## src/common/hsi_mse_pkg.sv

```systemverilog
package hsi_mse_pkg;

  // Sample width of one spectral band
  localparam int HM_DATA_WIDTH = 16;

  // Squared 17-bit difference
  localparam int HM_DATA_WIDTH_MUL = 34;

  // Room for many bands of full-scale squares
  localparam int HM_DATA_WIDTH_ACC = 48;

  // 1024 samples in the spectrum RAM
  localparam int HM_ADDR_WIDTH = 10;

  // Lane job controller states
  typedef enum logic [1:0] {
    IDLE  = 2'd0,  // Waiting for job_req
    FETCH = 2'd1,  // Issuing sample reads
    DRAIN = 2'd2,  // Waiting for pipeline to empty
    DONE  = 2'd3   // Ack high until req drops
  } lane_state_e;

endpackage

```

## src/mse_lane/sq_df_acc.sv

```systemverilog
`timescale 1ns/1ps

module sq_df_acc #(
  parameter int DATA_WIDTH     = hsi_mse_pkg::HM_DATA_WIDTH,      // Sample width
  parameter int DATA_WIDTH_MUL = hsi_mse_pkg::HM_DATA_WIDTH_MUL,  // Square width
  parameter int DATA_WIDTH_ACC = hsi_mse_pkg::HM_DATA_WIDTH_ACC   // Sum width
) (
  input  logic                             clk,
  input  logic                             rst_n,
  input  logic                             initial_acc_en,  // Sample starts a new sum
  input  logic        [DATA_WIDTH_ACC-1:0] initial_acc,     // Start value for new sum
  input  logic                             data_in_valid,   // Sample pair present
  input  logic signed [DATA_WIDTH-1:0]     data_in_v1,      // Spectrum A sample
  input  logic signed [DATA_WIDTH-1:0]     data_in_v2,      // Spectrum B sample
  output logic                             data_out_valid,  // Three cycles after input
  output logic        [DATA_WIDTH_ACC-1:0] data_out         // Running sum
);

  logic                             en_1;    // Stage 1 holds a sample
  logic                             en_2;    // Stage 2 holds a sample
  logic                             init_1;  // Start flag in stage 1
  logic                             init_2;  // Start flag in stage 2
  logic signed [DATA_WIDTH:0]       diff;    // One extra bit for full swing
  logic        [DATA_WIDTH_MUL-1:0] mult;    // Square of diff
  logic        [DATA_WIDTH_ACC-1:0] acc_1;   // Start value in stage 1
  logic        [DATA_WIDTH_ACC-1:0] acc_2;   // Start value in stage 2
  logic        [DATA_WIDTH_ACC-1:0] base;    // Addend for stage 3

  assign base = init_2 ? acc_2 : data_out;  // New sum or keep adding

  // Valid and start flags
  always_ff @(posedge clk or negedge rst_n) begin
    if (!rst_n) begin
      en_1   <= 1'b0;
      en_2   <= 1'b0;
      init_1 <= 1'b0;
      init_2 <= 1'b0;
    end else begin
      en_1   <= data_in_valid;
      en_2   <= en_1;
      init_1 <= data_in_valid && initial_acc_en;  // Flag rides with its sample
      init_2 <= en_1 && init_1;
    end
  end

  // Datapath of stages 1 and 2
  always_ff @(posedge clk) begin
    if (data_in_valid) begin
      diff  <= (DATA_WIDTH + 1)'(data_in_v1) - (DATA_WIDTH + 1)'(data_in_v2);  // Never wraps
      acc_1 <= initial_acc;
    end
    if (en_1) begin
      mult  <= DATA_WIDTH_MUL'(diff) * DATA_WIDTH_MUL'(diff);  // Sign-extended square
      acc_2 <= acc_1;
    end
  end

  // Stage 3 accumulator
  always_ff @(posedge clk or negedge rst_n) begin
    if (!rst_n) begin
      data_out_valid <= 1'b0;
      data_out       <= '0;
    end else begin
      data_out_valid <= en_2;
      if (en_2) begin
        data_out <= base + DATA_WIDTH_ACC'(mult);  // Square is never negative
      end
    end
  end

  // Pipeline depth is fixed at three whatever the input gaps
  assert property (@(posedge clk) disable iff (!rst_n)
    data_out_valid == $past(data_in_valid, 3))
    else $error("sq_df_acc: output valid out of step with input");

endmodule

```

## src/mse_lane/mse_lane.sv

```systemverilog
`timescale 1ns/1ps

module mse_lane #(
  parameter int DATA_WIDTH     = hsi_mse_pkg::HM_DATA_WIDTH,
  parameter int DATA_WIDTH_MUL = hsi_mse_pkg::HM_DATA_WIDTH_MUL,
  parameter int DATA_WIDTH_ACC = hsi_mse_pkg::HM_DATA_WIDTH_ACC,
  parameter int ADDR_WIDTH     = hsi_mse_pkg::HM_ADDR_WIDTH,
  parameter int NUM_BANDS      = 16  // Samples per spectrum
) (
  input  logic                      clk,
  input  logic                      rst_n,
  input  logic                      job_req,      // Four-phase request
  output logic                      job_ack,      // High while result is final
  input  logic [ADDR_WIDTH-1:0]     base_a,       // First sample of spectrum A
  input  logic [ADDR_WIDTH-1:0]     base_b,       // First sample of spectrum B
  input  logic [DATA_WIDTH_ACC-1:0] acc_init,     // Partial sum from host
  input  logic                      acc_init_en,  // Use acc_init instead of result
  output logic [DATA_WIDTH_ACC-1:0] result,       // Sum of squared differences
  output logic                      rd_req,       // Held until granted
  output logic [ADDR_WIDTH-1:0]     rd_addr,
  input  logic                      rd_gnt,
  input  logic                      rd_valid,     // One cycle after grant
  input  logic [DATA_WIDTH-1:0]     rd_data
);

  localparam int RD_CNT_W  = $clog2(2 * NUM_BANDS);
  localparam int OUT_CNT_W = $clog2(NUM_BANDS + 1);
  localparam logic [RD_CNT_W-1:0]  LAST_RD  = RD_CNT_W'(2 * NUM_BANDS - 1);
  localparam logic [OUT_CNT_W-1:0] LAST_OUT = OUT_CNT_W'(NUM_BANDS - 1);

  hsi_mse_pkg::lane_state_e     state;
  logic [RD_CNT_W-1:0]          rd_cnt;      // Bit 0 picks A or B
  logic [OUT_CNT_W-1:0]         out_cnt;     // Sums seen at pipeline output
  logic                         rtn_second;  // Next return completes a pair
  logic                         first_band;  // Next pair opens the sum
  logic signed [DATA_WIDTH-1:0] sample_a;    // Held A sample
  logic                         pair_valid;
  logic [DATA_WIDTH_ACC-1:0]    start_acc;
  logic                         sq_valid;
  logic [DATA_WIDTH_ACC-1:0]    sq_sum;

  assign rd_req     = (state == hsi_mse_pkg::FETCH);
  assign rd_addr    = (rd_cnt[0] ? base_b : base_a) + ADDR_WIDTH'(rd_cnt >> 1);  // Base plus band
  assign job_ack    = (state == hsi_mse_pkg::DONE);
  assign pair_valid = rd_valid && rtn_second;            // B sample arriving
  assign start_acc  = acc_init_en ? acc_init : result;   // Chunked sums continue

  always_ff @(posedge clk or negedge rst_n) begin
    if (!rst_n) begin
      state      <= hsi_mse_pkg::IDLE;
      rd_cnt     <= '0;
      out_cnt    <= '0;
      rtn_second <= 1'b0;
      first_band <= 1'b0;
      result     <= '0;
    end else begin
      if (rd_valid) begin
        rtn_second <= !rtn_second;  // Returns alternate A then B
      end
      if (pair_valid) begin
        first_band <= 1'b0;
      end
      if (sq_valid) begin
        out_cnt <= out_cnt + 1'b1;  // Counts during FETCH too
      end
      case (state)
        hsi_mse_pkg::IDLE: begin
          if (job_req) begin
            state      <= hsi_mse_pkg::FETCH;
            rd_cnt     <= '0;
            out_cnt    <= '0;
            rtn_second <= 1'b0;
            first_band <= 1'b1;
          end
        end
        hsi_mse_pkg::FETCH: begin
          if (rd_gnt) begin
            rd_cnt <= rd_cnt + 1'b1;  // Address moves only on grant
            if (rd_cnt == LAST_RD) begin
              state <= hsi_mse_pkg::DRAIN;
            end
          end
        end
        hsi_mse_pkg::DRAIN: begin
          if (sq_valid && out_cnt == LAST_OUT) begin
            result <= sq_sum;  // Last band summed
            state  <= hsi_mse_pkg::DONE;
          end
        end
        hsi_mse_pkg::DONE: begin
          if (!job_req) begin
            state <= hsi_mse_pkg::IDLE;  // Ack drops with state
          end
        end
        default: state <= hsi_mse_pkg::IDLE;
      endcase
    end
  end

  always_ff @(posedge clk) begin
    if (rd_valid && !rtn_second) begin
      sample_a <= rd_data;  // Wait here for its B partner
    end
  end

  sq_df_acc #(
    .DATA_WIDTH     (DATA_WIDTH),
    .DATA_WIDTH_MUL (DATA_WIDTH_MUL),
    .DATA_WIDTH_ACC (DATA_WIDTH_ACC)
  ) u_sq_df_acc (
    .clk            (clk),
    .rst_n          (rst_n),
    .initial_acc_en (first_band),
    .initial_acc    (start_acc),
    .data_in_valid  (pair_valid),
    .data_in_v1     (sample_a),
    .data_in_v2     (rd_data),
    .data_out_valid (sq_valid),
    .data_out       (sq_sum)
  );

  // Four-phase rule seen from the host side
  assert property (@(posedge clk) disable iff (!rst_n) $rose(job_ack) |-> job_req)
    else $error("mse_lane: job_ack rose without job_req");

endmodule

```

## config.mk

```make
export PLATFORM = sky130hd
export DESIGN_NAME = mse_lane
export DESIGN_NICKNAME = d
export VERILOG_FILES = /design/src/common/hsi_mse_pkg.sv /design/src/mse_lane/sq_df_acc.sv /design/src/mse_lane/mse_lane.sv
export SDC_FILE = /design/constraint.sdc
export NUM_CORES = 1
export LEC_CHECK = 0
export BUFFER_PORTS_ARGS = -buffer_cell sky130_fd_sc_hd__buf_2
export CAP_MARGIN = 0
export CORE_AREA = 2 2 211 213
export CTS_CLUSTER_SIZE = 20
export DETAILED_ROUTE_END_ITERATION = 8
export DIE_AREA = 0 0 213 215
export HOLD_SLACK_MARGIN = 0.03
export PLACE_DENSITY = 0.77
export REMOVE_ABC_BUFFERS = 1
export SYNTH_ARGS = -nofsm -noshare
export SYNTH_HDL_FRONTEND = slang
export SYNTH_SLANG_ARGS = --single-unit
```

## constraint.sdc

```tcl
create_clock -name clk -period 7.1 [get_ports clk]
set_input_delay 1.065 -clock clk [delete_from_list [all_inputs] [get_ports clk]]
set_output_delay 1.065 -clock clk [all_outputs]
set_load 0.02 [all_outputs]
```

Word-level counts from Yosys, hierarchy flattened --
Cells that the tools add are included.
Word-level totals: bits in registers 278, input bits 90, output and inout bits 60
Cells by class: reductions and logical operators 11, multiplexer cells 21, $mul 1, add/subtract/negate cells 5, equal/unequal tests 10
Operators by type and width (number):
- 2-to-1 mux 48 bit | 2
- adder 48 x 34 -> 48 bit | 1
- multiplier 17 x 17 -> 34 bit | 1
- 2-to-1 mux 5 bit | 5
- subtractor 16 x 16 -> 17 bit | 1
- adder 10 x 4 -> 10 bit | 1
- adder 5 x 1 -> 5 bit, second input constant | 2
- 2-to-1 mux 10 bit | 1
- 2-to-1 mux 2 bit | 5
- case mux 5 bit (2 select lines) | 1
- case mux 2 bit (4 select lines) | 1
- 2-to-1 mux 1 bit | 6
- != test 2 bit, second input constant | 3
- equality test 5 x 4 -> 1 bit, second input constant | 1
- equality test 5 bit, second input constant | 1
- logical AND 1 bit | 5
- AND reduction 5 bit | 1
- equality test 2 bit, second input constant | 2
- != test 2 x 1 -> 1 bit, second input constant | 2
- AND reduction 3 bit | 1
- equality test 2 x 1 -> 1 bit, second input constant | 1
- logical NOT 2 bit | 1
- AND reduction 2 bit | 1
- nonzero test 2 bit | 1
- logical NOT 1 bit | 1

Logic depth before layout (Yosys ltp) --
depth after elaboration 4, mapped depth 26, gate-level depth less buffers 25

Hierarchy --
From an unflattened synthesis, not the netlist that was laid out.
Second synthesis, totals: cells, all modules 2143, area total of the unflattened synthesis 23747.8 sq um
By module, submodules not included:
- sq_df_acc | cells an instance 1840, times used 1, sequential area each 5710.5 sq um, area each 19708.9 sq um
- mse_lane | cells an instance 303, times used 1, sequential area each 2031.9 sq um, area each 4038.9 sq um

Worst setup path before layout --
OpenSTA, ideal clock, no wires.
path type register to register, from reg u_sq_df_acc.diff[16], to reg u_sq_df_acc.mult[32] (data pin), slack 517 ps, library setup time 259 ps, cell stages (with the launch flop) 23, period minus slack after synthesis 6583 ps, arrival 6324 ps, buffers on the path 2, cells stage by stage edfxtp_1 clkbuf_1 clkbuf_1 nand2_1 inv_1 fa_1 fa_1 fa_1 fa_1 fa_1 inv_1 fa_1 inv_1 ha_1 a21o_1 a21o_1 a21o_1 o31ai_1 a311oi_1 o21a_1 o21ai_1 nor3b_1 a211o_1
Between the ends: longest elaborated chain between the ends 1
RTL lines:
- from (decl) | line sq_df_acc.sv:23 | logic signed [DATA_WIDTH:0] diff;
- from (signal assigned) | line sq_df_acc.sv:49 | diff <= (DATA_WIDTH + 1)'(data_in_v1) - (DATA_WIDTH + 1)'(data_in_v2);
- multiplier 17 x 17 -> 34 bit | line sq_df_acc.sv:53 | mult <= DATA_WIDTH_MUL'(diff) * DATA_WIDTH_MUL'(diff);
- to (signal assigned) | line sq_df_acc.sv:53
- to (decl) | line sq_df_acc.sv:24 | logic [DATA_WIDTH_MUL-1:0] mult;
No other way between the ends. A chain may end at the register's enable or synchronous reset.

Final worst setup path --
from reg u_sq_df_acc.diff[5], to reg u_sq_df_acc.mult[32] (data pin)
The elaborated chain is that of the path after synthesis.

==> metrics.txt <==
result of the run=finished clean; cell family with most CP delay=adder cells; worst slack after detailed placement=0.301 ns; slack of the worst reg-to-reg path=0.33 ns; GRT Residual Overflow=0; fraction of the yosys area taken by sequential cells=0.328; biggest area contributors in the synthesized netlist=sky130_fd_sc_hd__fa_1 (23%), sky130_fd_sc_hd__edfxtp_1 (21%), sky130_fd_sc_hd__dfrtp_1 (12%); CP required=7.45 ns; time the final worst path needs with I/O delays and setup=6.77 ns; detail-routed via count per cell=5.34; highest metal layer with signal wires=met4; fraction of synthesis flops using an asynchronous set or reset pin=0.415; setup tns final=0 ns; post-cts hold buffer count=0; number of top-level design ports=150; Rel. slew slack=0.219; global-route wire length before repair=85.0 mm; M1 wire length=22.5 mm; number of antenna violations at the first check in global routing=0; setup slack of the critical path after layout=0.329 ns; Std-Cell Rows=77; insertion delay to the later sink of the worst-skew pair=0.61 ns; Worst Hold Path Cells=0; pin count of the biggest net entering global routing=84; Remaining DRCs=0; count of input and output buffers=149; worst clock skew=0.0222 ns; area post-placement=25100 µm²; Finished Core Util=0.601; die span in x=213 µm; fill cell total of the finished layout=3471; total global-route track usage=0.232; TritonCTS buffer count=31; Hold Path Class=reg2reg; top cell type by total area after synthesis=sky130_fd_sc_hd__fa_1; transition time at the pin with the least slew margin=1.17 ns; die extent in y=215 µm; master cell of the clock root buffer=sky130_fd_sc_hd__clkbuf_16; unrepaired setup endpoints after global routing=no; instance count of the mapped netlist=2148; setup violators final=0; cell area after layout=26200 µm²; Multi-input gate area=14100 µm²; initial detailed-routing violation count=932; CP endpoint kind=flip-flop; max cap viols=0; die outline area=45800 µm²; max-slew violations=0; arrival time of the worst setup path=7.12 ns; WL final=51.2 mm; FF/Latch Area=7750 µm²; TritonCTS clock tree=built; yosys warns=0; max frequency=148 MHz; final RePlAce weighted congestion=0.936; Vias=15600; Initial Utilization=0.541; count of TritonRoute iterations in the first routing pass=7; Detail Route met2 WL=24.8 mm; ant diodes=0; met3 layer wire length in the routed design=2.75 mm; Hold Startpoint=u_sq_df_acc.acc_1[38]$_DFFE_PP_; number of buffers between clock root and the deepest sink=3; Top cell by count, worst path=sky130_fd_sc_hd__fa_1; number of enable flip-flop cells after synthesis=162; Slowest-stage cell, CP=sky130_fd_sc_hd__edfxtp_1; H-tree level count=1; CTS sink cnt=277; flops & latches, synth=277; period utilization=0.954; most used flip-flop cell after synthesis=sky130_fd_sc_hd__edfxtp_1; buffers and inverters on the worst path=5; final hold violations=0; Cell Chain, Critical Path=nand2_1 -> fa_1 -> inv_1 -> fa_1 -> inv_1 -> fa_1 -> inv_1 -> fa_1 -> fa_1 -> inv_1 -> fa_1 -> inv_1 -> ha_1 -> o21ai_0 -> o21bai_1 -> a21o_1 -> a221o_1 -> o221ai_4 -> a311oi_1 -> o21a_1 -> o21ai_1 -> nor3b_1 -> a211o_1; Startpoint Class=flip-flop; Core Box Area=43600 µm²; critical path class=reg2reg; synthesis-to-layout area growth=11.1%; post-synthesis area per instance=11.0 µm²; antenna-violating nets left=0; R2R Path End=u_sq_df_acc.mult[32]$_DFFE_PP_; via count of the first global-routing pass=16800; post-synth cell types=67; FF-to-FF path depth=23; Max FO, Critical Path=18; total half-perimeter wirelength after legalization and detailed placement=39.2 mm; sink of the worst hold path=u_sq_df_acc.acc_2[38]$_DFFE_PP_; area share of the largest cell type after synthesis=0.227; Reg-to-Reg Start=u_sq_df_acc.diff[5]$_DFFE_PP_; post-synthesis instance area=23600 µm²; clock transition time at the flip-flop clock pins of the worst setup and hold paths=0.06 ns; detailed-route wire length per cell=17.5 µm; Crit path largest cell delay=0.79 ns; layout cell share with drive strength beyond 1=0.176; number of nets in the layout=2818
metrics by stage:
stage	std cells	hold slack [ns]
6_report	2921	0.417
5_1_grt	2921	0.419
4_1_cts	2918	0.416
3_5_place_dp	2860	0.405
3_3_place_gp	2860	0.402
2_1_floorplan	2090	0.400
sequential cells by signal, summed over array words and instances, names as in the netlist:
| register | cells |
|---|---|
| first_band | 1 |
| out_cnt | 5 |
| rd_cnt | 5 |
| result | 48 |
| rtn_second | 1 |
| sample_a | 16 |
| state | 2 |
| u_sq_df_acc.acc_1 | 48 |
| u_sq_df_acc.acc_2 | 48 |
| u_sq_df_acc.data_out | 48 |
| u_sq_df_acc.data_out_valid | 1 |
| u_sq_df_acc.diff | 17 |
| u_sq_df_acc.en_1 | 1 |
| u_sq_df_acc.en_2 | 1 |
| u_sq_df_acc.init_1 | 1 |
| u_sq_df_acc.init_2 | 1 |
| u_sq_df_acc.mult | 33 |
how the worst max path moves through the flow:
stage | end | cells after the start | startpoint | slack [ns]
2_1_floorplan | u_sq_df_acc.mult[32]$_DFFE_PP_ | 20 | u_sq_df_acc.diff[16]$_DFFE_PP_ | 0.55
3_3_place_gp | u_sq_df_acc.mult[32]$_DFFE_PP_ | 23 | u_sq_df_acc.diff[2]$_DFFE_PP_ | 0.45
3_5_place_dp | u_sq_df_acc.mult[32]$_DFFE_PP_ | 22 | u_sq_df_acc.diff[5]$_DFFE_PP_ | 0.30
4_1_cts | u_sq_df_acc.mult[32]$_DFFE_PP_ | 22 | u_sq_df_acc.diff[5]$_DFFE_PP_ | 0.28
5_1_grt | u_sq_df_acc.mult[32]$_DFFE_PP_ | 22 | u_sq_df_acc.diff[5]$_DFFE_PP_ | 0.03
6_report | u_sq_df_acc.mult[32]$_DFFE_PP_ | 23 | u_sq_df_acc.diff[5]$_DFFE_PP_ | 0.33
cells in the final DEF (no fill, tap or decap), types with 33 or more instances in the layout:
cell / instances
sky130_fd_sc_hd__mux2_2: 153
sky130_fd_sc_hd__a21o_1: 43
sky130_fd_sc_hd__xnor2_1: 73
sky130_fd_sc_hd__buf_2: 148
sky130_fd_sc_hd__buf_4: 33
sky130_fd_sc_hd__nand2_1: 140
sky130_fd_sc_hd__fa_1: 268
sky130_fd_sc_hd__dfrtp_1: 112
sky130_fd_sc_hd__o21ai_0: 40
sky130_fd_sc_hd__inv_1: 421
sky130_fd_sc_hd__nor2_1: 73
sky130_fd_sc_hd__and2_1: 74
sky130_fd_sc_hd__a21oi_1: 75
sky130_fd_sc_hd__xor2_1: 39
sky130_fd_sc_hd__edfxtp_1: 162
sky130_fd_sc_hd__ha_1: 155
per-layer routing:
metal / track usage / vias up
met5: 0 / -
met4: 0.0578 / 0
met3: 0.0387 / 85
met2: 0.391 / 394
met1: 0.313 / 7750
li1: - / 7375
logic make-up (layout without fill, tap and decap cells):
| family | count (synthesis) | after routing | share of synthesized area |
|---|---|---|---|
| multiplexers | 167 | 167 | 0.0790 |
| AND/OR/NAND/NOR | 406 | 406 | 0.0841 |
| buffers and inverters | 480 | 661 | 0.0763 |
| XOR/XNOR | 112 | 112 | 0.0416 |
| adder cells (fa/ha/maj) | 424 | 424 | 0.310 |
| flip-flops | 277 | 277 | 0.328 |
| AO/OA/AOI/OAI | 282 | 282 | 0.0808 |
area by class of cell:
type,instances,share of cell area
Clock buffer,35,0.0310
Clock inverter,23,0.00992
Inverter,422,0.0604
Multi-Input combinational cell,1391,0.537
Sequential cell,277,0.295
Tap cell,592,0.0282
Timing Repair Buffer,181,0.0377
cell usage after synthesis (all sizes together), types with 12 or more instances:
cell type and instances:
a211oi 12, a21o 43, a21oi 77, and2 74, and3 16, clkbuf 54
dfrtp 115, edfxtp 162, fa 268, ha 156, inv 422, mux2 154
mux2i 13, nand2 140, nand3 22, nor2 73, nor2b 27, nor3 13
o21ai 53, xnor2 73, xor2 39
worst reg2reg max path, cell delays in order, from the launching register on:
cell,delay (ns)
sky130_fd_sc_hd__edfxtp_1,0.79
sky130_fd_sc_hd__nand2_1,0.17
sky130_fd_sc_hd__fa_1,0.57
sky130_fd_sc_hd__inv_1,0.07
sky130_fd_sc_hd__fa_1,0.51
sky130_fd_sc_hd__inv_1,0.06
sky130_fd_sc_hd__fa_1,0.53
sky130_fd_sc_hd__inv_1,0.05
sky130_fd_sc_hd__fa_1,0.45
sky130_fd_sc_hd__fa_1,0.49
sky130_fd_sc_hd__inv_1,0.05
sky130_fd_sc_hd__fa_1,0.47
sky130_fd_sc_hd__inv_1,0.04
sky130_fd_sc_hd__ha_1,0.34
sky130_fd_sc_hd__o21ai_0,0.11
sky130_fd_sc_hd__o21bai_1,0.12
sky130_fd_sc_hd__a21o_1,0.21
sky130_fd_sc_hd__a221o_1,0.39
sky130_fd_sc_hd__o221ai_4,0.24
sky130_fd_sc_hd__a311oi_1,0.16
sky130_fd_sc_hd__o21a_1,0.21
sky130_fd_sc_hd__o21ai_1,0.16
sky130_fd_sc_hd__nor3b_1,0.08
sky130_fd_sc_hd__a211o_1,0.26
what timing repair did:
action / 4_1_cts / 5_1_grt
endpoints found under the setup margin: 0 / 1
buffers inserted: 0 / 3
gates resized for setup: 0 / 2
Power is left out: the tool's default activity adds up to more than one toggle a clock period on the data nets, which glitch-free logic cannot reach.
