--- src/common/hsi_mse_pkg.sv ---
package hsi_mse_pkg;

  // Sample width of one spectral band
  localparam int HM_DATA_WIDTH = 16;

  // Squared 17-bit difference
  localparam int HM_DATA_WIDTH_MUL = 34;

  // Room for many bands of full-scale squares
  localparam int HM_DATA_WIDTH_ACC = 48;

  // 1024 samples in the spectrum RAM
  localparam int HM_ADDR_WIDTH = 10;

  // Lane job controller states
  typedef enum logic [1:0] {
    IDLE  = 2'd0,  // Waiting for job_req
    FETCH = 2'd1,  // Issuing sample reads
    DRAIN = 2'd2,  // Waiting for pipeline to empty
    DONE  = 2'd3   // Ack high until req drops
  } lane_state_e;

endpackage

--- src/verilog/mem_arbiter.sv ---
`timescale 1ns/1ps

module mem_arbiter #(
  parameter int DATA_WIDTH = hsi_mse_pkg::HM_DATA_WIDTH,
  parameter int ADDR_WIDTH = hsi_mse_pkg::HM_ADDR_WIDTH
) (
  input  logic                  clk,
  input  logic                  rst_n,
  input  logic                  rd_req_0,
  input  logic [ADDR_WIDTH-1:0] rd_addr_0,
  output logic                  rd_gnt_0,
  output logic                  rd_valid_0,
  output logic [DATA_WIDTH-1:0] rd_data_0,
  input  logic                  rd_req_1,
  input  logic [ADDR_WIDTH-1:0] rd_addr_1,
  output logic                  rd_gnt_1,
  output logic                  rd_valid_1,
  output logic [DATA_WIDTH-1:0] rd_data_1,
  output logic                  mem_re,
  output logic [ADDR_WIDTH-1:0] mem_addr,
  input  logic [DATA_WIDTH-1:0] mem_rdata  // One cycle after mem_re
);

  logic prio_1;   // Lane 1 wins a tie
  logic owner_1;  // Lane 1 owns data in flight
  logic rtn_q;    // Data in flight

  assign rd_gnt_0 = rd_req_0 && (!rd_req_1 || !prio_1);
  assign rd_gnt_1 = rd_req_1 && (!rd_req_0 || prio_1);
  assign mem_re   = rd_gnt_0 || rd_gnt_1;
  assign mem_addr = rd_gnt_1 ? rd_addr_1 : rd_addr_0;

  assign rd_valid_0 = rtn_q && !owner_1;
  assign rd_valid_1 = rtn_q && owner_1;
  assign rd_data_0  = rd_valid_0 ? mem_rdata : '0;  // Only the owner sees data
  assign rd_data_1  = rd_valid_1 ? mem_rdata : '0;

  always_ff @(posedge clk or negedge rst_n) begin
    if (!rst_n) begin
      prio_1  <= 1'b0;
      owner_1 <= 1'b0;
      rtn_q   <= 1'b0;
    end else begin
      rtn_q   <= mem_re;
      owner_1 <= rd_gnt_1;
      if (mem_re) begin
        prio_1 <= rd_gnt_0;  // Favour the lane not just served
      end
    end
  end

  assert property (@(posedge clk) disable iff (!rst_n) !(rd_gnt_0 && rd_gnt_1))
    else $error("mem_arbiter: both lanes granted");

  // A lane that lost arbitration wins the next cycle if it still asks
  assert property (@(posedge clk) disable iff (!rst_n)
    rd_req_0 && !rd_gnt_0 |=> !rd_req_0 || rd_gnt_0)
    else $error("mem_arbiter: lane 0 passed over twice");

  assert property (@(posedge clk) disable iff (!rst_n)
    rd_req_1 && !rd_gnt_1 |=> !rd_req_1 || rd_gnt_1)
    else $error("mem_arbiter: lane 1 passed over twice");

endmodule

--- config.mk ---
export PLATFORM = sky130hd
export DESIGN_NAME = mem_arbiter
export DESIGN_NICKNAME = d
export VERILOG_FILES = /design/src/common/hsi_mse_pkg.sv /design/src/verilog/mem_arbiter.sv
export SDC_FILE = /design/constraint.sdc
export NUM_CORES = 1
export LEC_CHECK = 0
export BUFFER_PORTS_ARGS = -buffer_cell sky130_fd_sc_hd__buf_2
export CAP_MARGIN = 20
export CORE_ASPECT_RATIO = 1.25
export CORE_UTILIZATION = 27
export DETAILED_ROUTE_END_ITERATION = 16
export PLACE_DENSITY = 0.91
export SYNTH_ARGS = -nofsm -noshare
export SYNTH_HDL_FRONTEND = slang
export SYNTH_SLANG_ARGS = --single-unit
--- constraint.sdc ---
create_clock -name clk -period 1.9 [get_ports clk]
set_clock_uncertainty 0.05 [all_clocks]
set_input_delay 0.19 -clock clk [delete_from_list [all_inputs] [get_ports clk]]
set_output_delay 0.19 -clock clk [all_outputs]
set_load 0.05 [all_outputs]
; Word level (Yosys, flattened, before mapping)
; Cells that the tools add are included.
[op_classes]
n_addsub = 0
mul = 0
div = 0
n_lt_le_gt_ge = 0
eq_ne = 0
n_shift = 0
n_mux = 3
bitwise_logic = 0
n_reduce_logical = 11
[op_table]
columns = op, n
row1 = $mux W16, 2
row2 = $mux W10, 1
row3 = $logic_and A1 B1 Y1, 4
row4 = $logic_not A1 Y1, 4
row5 = $logic_or A1 B1 Y1, 3
[word_totals]
regBits = 3
latch_bits = 0
ram_bits = 0
mem_bits_ro = 0
input_bits = 40
out_inout_bits = 47
word_cells = 17
n_memories = 0

; Longest topological paths before layout
; Gate-level depths: netlist (run 1).
[depth]
word_depth = 4
mapped_depth = 4
depth_no_buf = 3

; Least setup slack after synthesis (run 1)
; Ideal clock, no wire load.
[synth_timing]
kind = reg2out
from = register owner_1
to = output port rd_data_0[10]
arrival_ns = 1.282
t_required_ns = 1.660
setup_slack_ns = 0.378
path_stages_with_launch = 4
n_path_buf = 1
cell_sequence = dfrtp_1 -> nor2b_4 -> buf_4 -> and2_1
[synth_between]
elab_chain_len = 3
[synth_rtl]
columns = item, line_no
row1 = "start, declared", mem_arbiter.sv:25  ; logic owner_1;
row2 = "start signal, assigned", mem_arbiter.sv:45  ; owner_1 <= rd_gnt_1;
row3 = $logic_not A1 Y1, mem_arbiter.sv:33  ; assign rd_valid_0 = rtn_q && !owner_1;
row4 = $logic_and A1 B1 Y1, mem_arbiter.sv:33
row5 = net rd_valid_0, mem_arbiter.sv:12  ; output logic rd_valid_0,
row6 = $mux W16, mem_arbiter.sv:35  ; assign rd_data_0 = rd_valid_0 ? mem_rdata : '0;
row7 = "end, declared", mem_arbiter.sv:13  ; output logic [DATA_WIDTH-1:0] rd_data_0,
; The timed path passes the listed nets, and every way through them passes these cells.

; Worst setup path after layout (run 1)
[layout_timing]
from = register prio_1
to = output port mem_addr[9]
[layout_between]
elab_chain_len = 3
[layout_rtl]
columns = item, line_no
row1 = "start, declared", mem_arbiter.sv:24  ; logic prio_1;
row2 = "start signal, assigned", mem_arbiter.sv:47  ; prio_1 <= rd_gnt_0;
row3 = $logic_or A1 B1 Y1, mem_arbiter.sv:29  ; assign rd_gnt_1 = rd_req_1 && (!rd_req_0 || prio_1);
row4 = $logic_and A1 B1 Y1, mem_arbiter.sv:29
row5 = $mux W10, mem_arbiter.sv:31  ; assign mem_addr = rd_gnt_1 ? rd_addr_1 : rd_addr_0;
row6 = "end, declared", mem_arbiter.sv:20  ; output logic [ADDR_WIDTH-1:0] mem_addr,
; Every way passes these cells.

==> flow_summary.json, run 1 <==
{
  "finalCritPeriodShare": 0.946,
  "initial_core_util": 0.294,
  "syn_area_um2": 470,
  "rsz0062_at_grt": "false",
  "cpLargestDelayFamily": "flip-flops",
  "rows": 16,
  "dp_hpwl_um": 1400,
  "setup-violations-final": 0,
  "clk_pin_slew_ns": 0.03,
  "port_buffers": 86,
  "viasPerCell": 4.53,
  "synth_edf_count": 0,
  "ys.flop_type": "dfrtp_1",
  "cts-root-buf": "clkbuf_4",
  "clock_latency_ns": 0.23,
  "synth_most_common_cell": "and2_1",
  "die_h_um": 48.7,
  "ant_nets": 0,
  "dp.cells": 159,
  "hold_start": "rd_req_1",
  "drc_errors": 0,
  "crit_chain": "o21ai_4 -> mux2_2 -> buf_2",
  "p_per_area_nw_per_um2": 692,
  "postCtsSetupBuffers": 0,
  "static-leakage-power_nw": 0.636,
  "critPathMaxStageDelay_ns": 0.43,
  "path_buf_inv": 1,
  "cp_slowest_cell": "dfrtp_1",
  "syn_nets": 98,
  "fmax_mhz": 556,
  "worst-setup-path-type": "reg2out",
  "placed_area_um2": 905,
  "slew_violations": 0,
  "status": "complete, no violations",
  "avgSynthCellArea_um2": 8.11,
  "synth_area_leader_cell": "mux2_2",
  "detail_route.wl_per_cell_um": 10.2,
  "total_power_mw": 0.656,
  "final_cells": 164,
  "setup.worst_path.start_class": "flop",
  "async_reset_ff_frac": 1.00,
  "cts_sinks": 3,
  "die-area_um2": 1910,
  "hold_ws_ns": 0.157,
  "pin_count": 87,
  "synth_seq_area_share": 0.160,
  "cts_inserted_buffers": 3,
  "r2r-end": "owner_1",
  "drive_gt1_frac": 0.705,
  "drv_cap": 0,
  "nets": 187,
  "setup_tns_ns": 0,
  "wirelength_um": 1670,
  "routabilityCongestion": 0.800,
  "hold_end": "prio_1",
  "die_w_um": 39.3,
  "area_delta_synth_final_pct": 102,
  "grt.total_usage": 0.164,
  "slew_headroom": 0.720,
  "r2r_start": "prio_1",
  "tightest_slew_ns": 0.420,
  "yosys.area.top_type_share": 0.239,
  "r2r_setup_slack_ns": 0.86,
  "critPathMaxFanout": 11,
  "period_minus_slack_ns": 1.80,
  "fill_cells": 138,
  "rr_worst_depth": 2,
  "register_area_um2": 75.1,
  "multi_input_area_um2": 369,
  "yosysWarnings": 0,
  "syn_inst": 58,
  "grt_pass1_vias": 557,
  "worstPathRequired_ns": 1.66,
  "antenna_found_initial": 0,
  "ctsLongestPathBuffers": 2,
  "arrival_ns": 1.56,
  "core-area_um2": 1600,
  "antenna_cells": 0,
  "hold_path_class": "in2reg",
  "synth_area_leaders": "mux2_2 (24%), and2_1 (23%), and3_1 (21%)",
  "whs_path_depth": 2,
  "cts_max_level": 1,
  "firstDrtPassIters": 2,
  "fin_area_um2": 948,
  "cts_tree": "done",
  "ir_worst_vdd_mv": 0.418,
  "grt_pass1_wl_um": 2220,
  "drtIter0Drc": 10,
  "crit_path_end_kind": "output pin",
  "hold_viol": 0,
  "via_count": 743,
  "synth_cell_types": 13,
  "overflow": 0,
  "grt_max_degree": 19,
  "synthTopCellsByCount": "and2_1 (17), and3_1 (16), mux2_2 (10)",
  "ys_seq_elements": 3
}
[stage by stage]
stage                     setup WS, ns   util
final                            0.103  0.592
after CTS                       0.0981  0.592
after global routing            0.0199  0.592
after detailed placement         0.231  0.565
after floorplan                  0.378      -
after global placement           0.287  0.565
[repair_timing]
| action | in CTS | in global routing |
|---|---|---|
| endpoints found under the setup margin | 10 | 0 |
| endpoints found under the hold margin | 3 | 0 |
| hold buffers | 1 | 0 |
| gates resized for setup | 1 | 0 |
[metal layers]
metal  GRT usage  share of wire  vias to the layer above
met2       0.342           0.52                       68
met3      0.0229           0.16                        0
met1       0.129           0.31                      300
met5           0              0                        -
met4      0.0690              0                        0
li1            -              -                      375
[layout make-up]
type | instances | area share
Clock buffer | 4 | 0.0277
Inverter | 2 | 0.00792
Multi-Input combinational cell | 49 | 0.389
Sequential cell | 3 | 0.0792
Tap cell | 18 | 0.0237
Timing Repair Buffer | 88 | 0.472
[power by group]
group | internal [mW] | switching (mW)
clock network | 0.0787 | 0.0324
logic | 0.128 | 0.334
registers | 0.0703 | 0.0127
[cells by family (layout without fill, tap and decap cells)]
logic type | count (synthesis) | after routing | share of synthesized area
and+or+nand+nor | 36 | 36 | 0.489
AOI/OAI and AO/OA | 3 | 3 | 0.0399
buffers and inverters | 6 | 94 | 0.0718
muxes | 10 | 10 | 0.239
DFF | 3 | 3 | 0.160
[cells in the final DEF (no fill, tap or decap), drive strengths merged, types with 2 or more instances in the layout]
cell type / n
a21oi: 2
and2: 17
and3: 16
buf: 87
clkbuf: 4
dfrtp: 3
inv: 2
mux2: 10
[how the worst max path moves through the flow]
stage,startpoint,end,slack [ns],cells past startpoint
2_1_floorplan,owner_1,rd_data_0[10],0.38,3
3_3_place_gp,prio_1,mem_addr[4],0.29,3
3_5_place_dp,prio_1,mem_addr[6],0.23,3
4_1_cts,prio_1,mem_addr[7],0.1,3
5_1_grt,prio_1,mem_addr[6],0.02,3
6_report,prio_1,mem_addr[9],0.10,3
[flip-flops by register name, indices dropped and copies added (netlist names)]
name and cells:
owner_1 1, prio_1 1, rtn_q 1
[worst reg2reg max path, cell delays in order, from the launching register on]
cell and delay, ns:
dfrtp_1 0.43, o21ai_4 0.32, inv_1 0.11
Note: power is estimated with default switching activity, not from simulation.
==> run 2: changes to the inputs <==
--- a/config.mk
+++ b/config.mk
@@ -10,7 +10,7 @@
 export CORE_ASPECT_RATIO = 1.25
 export CORE_UTILIZATION = 27
 export DETAILED_ROUTE_END_ITERATION = 16
-export PLACE_DENSITY = 0.91
+export PLACE_DENSITY = 0.94
 export SYNTH_ARGS = -nofsm -noshare
 export SYNTH_HDL_FRONTEND = slang
 export SYNTH_SLANG_ARGS = --single-unit
==> run 2 against run 1 <==
Effect of this change: worst setup slack better by 0.038 ns; final cell count rose by 0.61%; hold slack got worse by 0.017 ns; sequential power decreased by 1%; utilization did not move; highest routed layer unchanged.
==> flow_summary.json, run 2 (synthesis gave the netlist of run 1 again) <==
{
  "status": "complete, no violations",
  "placed_area_um2": 912,
  "cp_slowest_cell": "dfrtp_1",
  "rows": 16,
  "hold_buffers": 1,
  "cts-root-buf": "clkbuf_4",
  "worst-setup-path-type": "reg2out",
  "critPathMaxFanout": 11,
  "critPathMaxStageDelay_ns": 0.41,
  "post_cts_resized": 0,
  "cts_sinks": 3,
  "drv_cap": 0,
  "port_buffers": 86,
  "fmax_mhz": 568,
  "period_minus_slack_ns": 1.76,
  "clock_latency_ns": 0.23,
  "grt_max_degree": 19,
  "top_regs": "owner_1 (1), prio_1 (1), rtn_q (1)",
  "cts_inserted_buffers": 3,
  "final_cells": 165,
  "routabilityCongestion": 0.702,
  "final_cell_mix": "buf_2 (86), and2_1 (17), and3_1 (16)",
  "antenna_found_initial": 0,
  "postCtsSetupBuffers": 0,
  "antenna_cells": 0,
  "ctsLongestPathBuffers": 2,
  "path_buf_inv": 2,
  "via_count": 774,
  "cts_tree": "done",
  "rsz0062_at_grt": "false",
  "rr_worst_depth": 3,
  "total_power_mw": 0.659,
  "dp_hpwl_um": 1560,
  "pin_count": 87,
  "die_w_um": 39.3,
  "setup_ws_ns": 0.141,
  "fill_cells": 150,
  "cp-startpoint": "prio_1",
  "drc_errors": 0,
  "crit_path_end_kind": "output pin",
  "cpLargestDelayFamily": "flip-flops",
  "fin_area_um2": 948,
  "firstDrtPassIters": 3,
  "grt_pass1_wl_um": 2550,
  "slew_violations": 0,
  "crit_chain": "o21ai_2 -> buf_4 -> mux2_2 -> buf_2",
  "grt_use_met2": 0.383,
  "die-area_um2": 1910,
  "wirelength_um": 1790,
  "cp_num_cells": 4,
  "whs_path_depth": 2,
  "mostFrequentLayoutCell": "buf_2",
  "cts_max_level": 1,
  "crit_path_end": "mem_addr[9]",
  "grt.busiest_layer": "met2",
  "core-area_um2": 1600,
  "r2r_start": "prio_1",
  "worstPathRequired_ns": 1.66,
  "static-leakage-power_nw": 0.640,
  "grt_use_met3": 0.0459,
  "dp_slack_ns": 0.386,
  "hold_path_class": "in2reg",
  "grt.total_usage": 0.184,
  "nets": 188,
  "setup_tns_ns": 0,
  "p_per_area_nw_per_um2": 695,
  "initial_core_util": 0.294,
  "clk_pin_slew_ns": 0.04,
  "r2r_setup_slack_ns": 0.94,
  "drtIter0Drc": 7,
  "setup.worst_path.start_class": "flop",
  "grt_pass1_vias": 646,
  "viasPerCell": 4.69,
  "dp.cells": 160,
  "ant_nets": 0,
  "slew_headroom": 0.712,
  "r2r-end": "owner_1",
  "die_h_um": 48.7,
  "detail_route.wl_per_cell_um": 10.9,
  "grt.met1_usage": 0.146,
  "drive_gt1_frac": 0.707,
  "arrival_ns": 1.52,
  "ir_worst_vdd_mv": 0.423,
  "setup-violations-final": 0,
  "hold_viol": 0,
  "overflow": 0,
  "finalCritPeriodShare": 0.926,
  "area_delta_synth_final_pct": 102,
  "tightest_slew_ns": 0.433
}
-- run 2: changes by cell type in the layout (fill, tap and decap cells not counted) --
cell,change
buf_4,+1
o21ai_2,+1
o21ai_4,-1
-- run 2: worst reg2reg max path: stages (launching register included) --
cell and delay (ns):
dfrtp_1 0.41, o21ai_2 0.12, buf_4 0.19, inv_1 0.06
-- run 2: layout make-up --
cell class,count,area [um2],area share
Timing Repair Buffer,89,455,0.480
Sequential cell,3,75.1,0.0792
Multi-Input combinational cell,49,362,0.381
Clock buffer,4,26.3,0.0277
Tap cell,18,22.5,0.0237
Inverter,2,7.51,0.00792
-- run 2: worst min-delay path by stage --
stage / startpoint / to / slack (ns)
floorplan: rst_n / owner_1 / -0.16
global placement: rst_n / owner_1 / -0.06
detailed placement: rst_n / owner_1 / -0.06
CTS: rd_req_1 / prio_1 / 0.13
global route: rd_req_1 / prio_1 / 0.14
finish: rd_req_1 / prio_1 / 0.14
-- run 2: layer usage --
layer | share of wire | vias to the layer above
met1 | 0.30 | 327
met5 | 0 | -
met2 | 0.54 | 70
met4 | 0 | 0
li1 | - | 377
met3 | 0.15 | 0
-- run 2: stage by stage --
| stage | utilization | hold slack (ns) |
|---|---|---|
| after global routing | 0.592 | 0.139 |
| after detailed placement | 0.570 | -0.0582 |
| after global placement | 0.570 | -0.0622 |
| final | 0.592 | 0.140 |
| after floorplan | - | -0.156 |
| after CTS | 0.592 | 0.132 |
-- run 2: power breakdown --
group          internal, mW  total, mW  switching, mW
sequential           0.0703     0.0821         0.0118
combinational         0.130      0.465          0.336
clock                0.0787      0.111         0.0326
==> run 3: changes to the inputs <==
--- a/config.mk
+++ b/config.mk
@@ -5,12 +5,14 @@
 export SDC_FILE = /design/constraint.sdc
 export NUM_CORES = 1
 export LEC_CHECK = 0
+export ABC_CLOCK_PERIOD_IN_PS = 1900
 export BUFFER_PORTS_ARGS = -buffer_cell sky130_fd_sc_hd__buf_2
 export CAP_MARGIN = 20
 export CORE_ASPECT_RATIO = 1.25
 export CORE_UTILIZATION = 27
 export DETAILED_ROUTE_END_ITERATION = 16
 export PLACE_DENSITY = 0.94
+export REMOVE_ABC_BUFFERS = 1
 export SYNTH_ARGS = -nofsm -noshare
 export SYNTH_HDL_FRONTEND = slang
 export SYNTH_SLANG_ARGS = --single-unit
==> run 3 against run 2 <==
Effect of this change: sequential power shrank 5.7%; via count decreased by 4.1%; global-route usage increased by 0.99 points; worst setup slack got worse by 0.036 ns; combinational power increased by 1%; wire length rose by 1.4%; non-clock buffer count stayed put; sequential share of layout area shrank 0.062 points; critical path depth shrank 1; first-iteration DRC count rose by 14%; power is 0.39% higher; sequential cell count is the same; critical endpoint is now mem_addr[2].
==> flow_summary.json, run 3 (synthesis gave the netlist of run 1 again) <==
{
  "status": "complete, no violations",
  "rows": 16,
  "period_minus_slack_ns": 1.80,
  "multi_input_area_um2": 369,
  "setup.worst_path.start_class": "flop",
  "port_buffers": 86,
  "rsz0062_at_grt": "false",
  "fmax_mhz": 557,
  "drv_cap": 0,
  "grt_max_degree": 18,
  "routabilityCongestion": 0.864,
  "setup_tns_ns": 0,
  "clock_latency_ns": 0.24,
  "mostFrequentLayoutCell": "buf_2",
  "ant_nets": 0,
  "dp_hpwl_um": 1550,
  "drive_gt1_frac": 0.707,
  "postCtsSetupBuffers": 0,
  "die-area_um2": 1910,
  "initial_core_util": 0.294,
  "hold_path_class": "in2reg",
  "fill_cells": 148,
  "worstPathRequired_ns": 1.66,
  "crit_path_end_kind": "output pin",
  "critPathMaxFanout": 11,
  "die_h_um": 48.7,
  "grt.total_usage": 0.194,
  "critPathMaxStageDelay_ns": 0.42,
  "cts_sinks": 3,
  "cts-root-buf": "clkbuf_4",
  "setup-violations-final": 0,
  "viasPerCell": 4.50,
  "grt_pass1_vias": 660,
  "antenna_found_initial": 0,
  "pin_count": 87,
  "firstDrtPassIters": 2,
  "ir_worst_vdd_mv": 0.396,
  "arrival_ns": 1.56,
  "cts_tree": "done",
  "fin_area_um2": 956,
  "cts_inserted_buffers": 3,
  "worst-setup-path-type": "reg2out",
  "final_cell_mix": "buf_2 (86), and2_1 (17), and3_1 (16)",
  "hold_viol": 0,
  "grt_pass1_wl_um": 2570,
  "p_per_area_nw_per_um2": 692,
  "cp_slowest_cell": "dfrtp_1",
  "drc_errors": 0,
  "core-area_um2": 1600,
  "nets": 188,
  "detail_route.wl_per_cell_um": 11.0,
  "drtIter0Drc": 8,
  "static-leakage-power_nw": 0.641,
  "hold_ws_ns": 0.148,
  "area_delta_synth_final_pct": 103,
  "register_area_um2": 75.1,
  "crit_chain": "o21ai_4 -> mux2_2 -> buf_2",
  "placed_area_um2": 912,
  "antenna_cells": 0,
  "tightest_slew_ns": 0.334,
  "via_count": 742,
  "wirelength_um": 1820,
  "clk_pin_slew_ns": 0.04,
  "cts_max_level": 1,
  "ctsLongestPathBuffers": 2,
  "slew_headroom": 0.776,
  "overflow": 0,
  "die_w_um": 39.3,
  "finalCritPeriodShare": 0.945,
  "slew_violations": 0,
  "top_regs": "owner_1 (1), prio_1 (1), rtn_q (1)"
}
## run 3: report_power, final
group	total (mW)	internal [mW]	switching [mW]	leakage, nW
logic	0.471	0.131	0.340	0.593
clock network	0.113	0.0788	0.0342	0.0150
registers	0.0774	0.0704	0.00699	0.0338
total	0.661	0.280	0.381	0.641
## run 3: layout make-up
cell class | count | share of cell area
clock buffer | 4 | 0.0275
timing repair buffer | 89 | 0.476
inverter | 2 | 0.00785
tap | 18 | 0.0236
sequential | 3 | 0.0785
multi-input combinational | 49 | 0.386
## run 3: stage by stage
stage	setup slack, ns	power [mW]	util	cells
2_1_floorplan	0.205	0.428	-	54
3_3_place_gp	0.285	0.539	0.570	160
3_5_place_dp	0.239	0.546	0.570	160
4_1_cts	0.0827	0.672	0.597	165
5_1_grt	0.0183	0.702	0.597	165
6_report	0.105	0.661	0.597	165
## run 3: metal layers
metal  global-route usage  wire length (um)  vias up
li1                     -                 -      376
met1                0.158               599      295
met2                0.392               973       69
met3               0.0367               220        2
met4               0.0862                25        0
met5                    0                 0        -
## run 3: what timing repair did
action                                  in CTS  in global routing
gates resized for setup                      1                  0
hold buffers                                 1                  0
endpoints found under the hold margin        3                  0
endpoints found under the setup margin      10                  0
## run 3: path summary, 6_finish.rpt
check	from	to	slack (ns)	depth (start not counted)
worst min-delay path	rd_req_1	prio_1	0.15	2
max in group asynchronous	rst_n	rtn_q	1.43	2
worst max register to register	prio_1	owner_1	0.90	2
worst min register to register	prio_1	prio_1	0.50	1
worst max-delay path	prio_1	mem_addr[2]	0.10	3
min in group asynchronous	rst_n	owner_1	0.26	2
## run 3: worst max-delay path: cells and delay by family (launching register included)
family / cells / cell delay (ns)
AOI/OAI and AO/OA: 1 / 0.31
DFF: 1 / 0.42
buffers and inverters: 1 / 0.21
muxes: 1 / 0.38
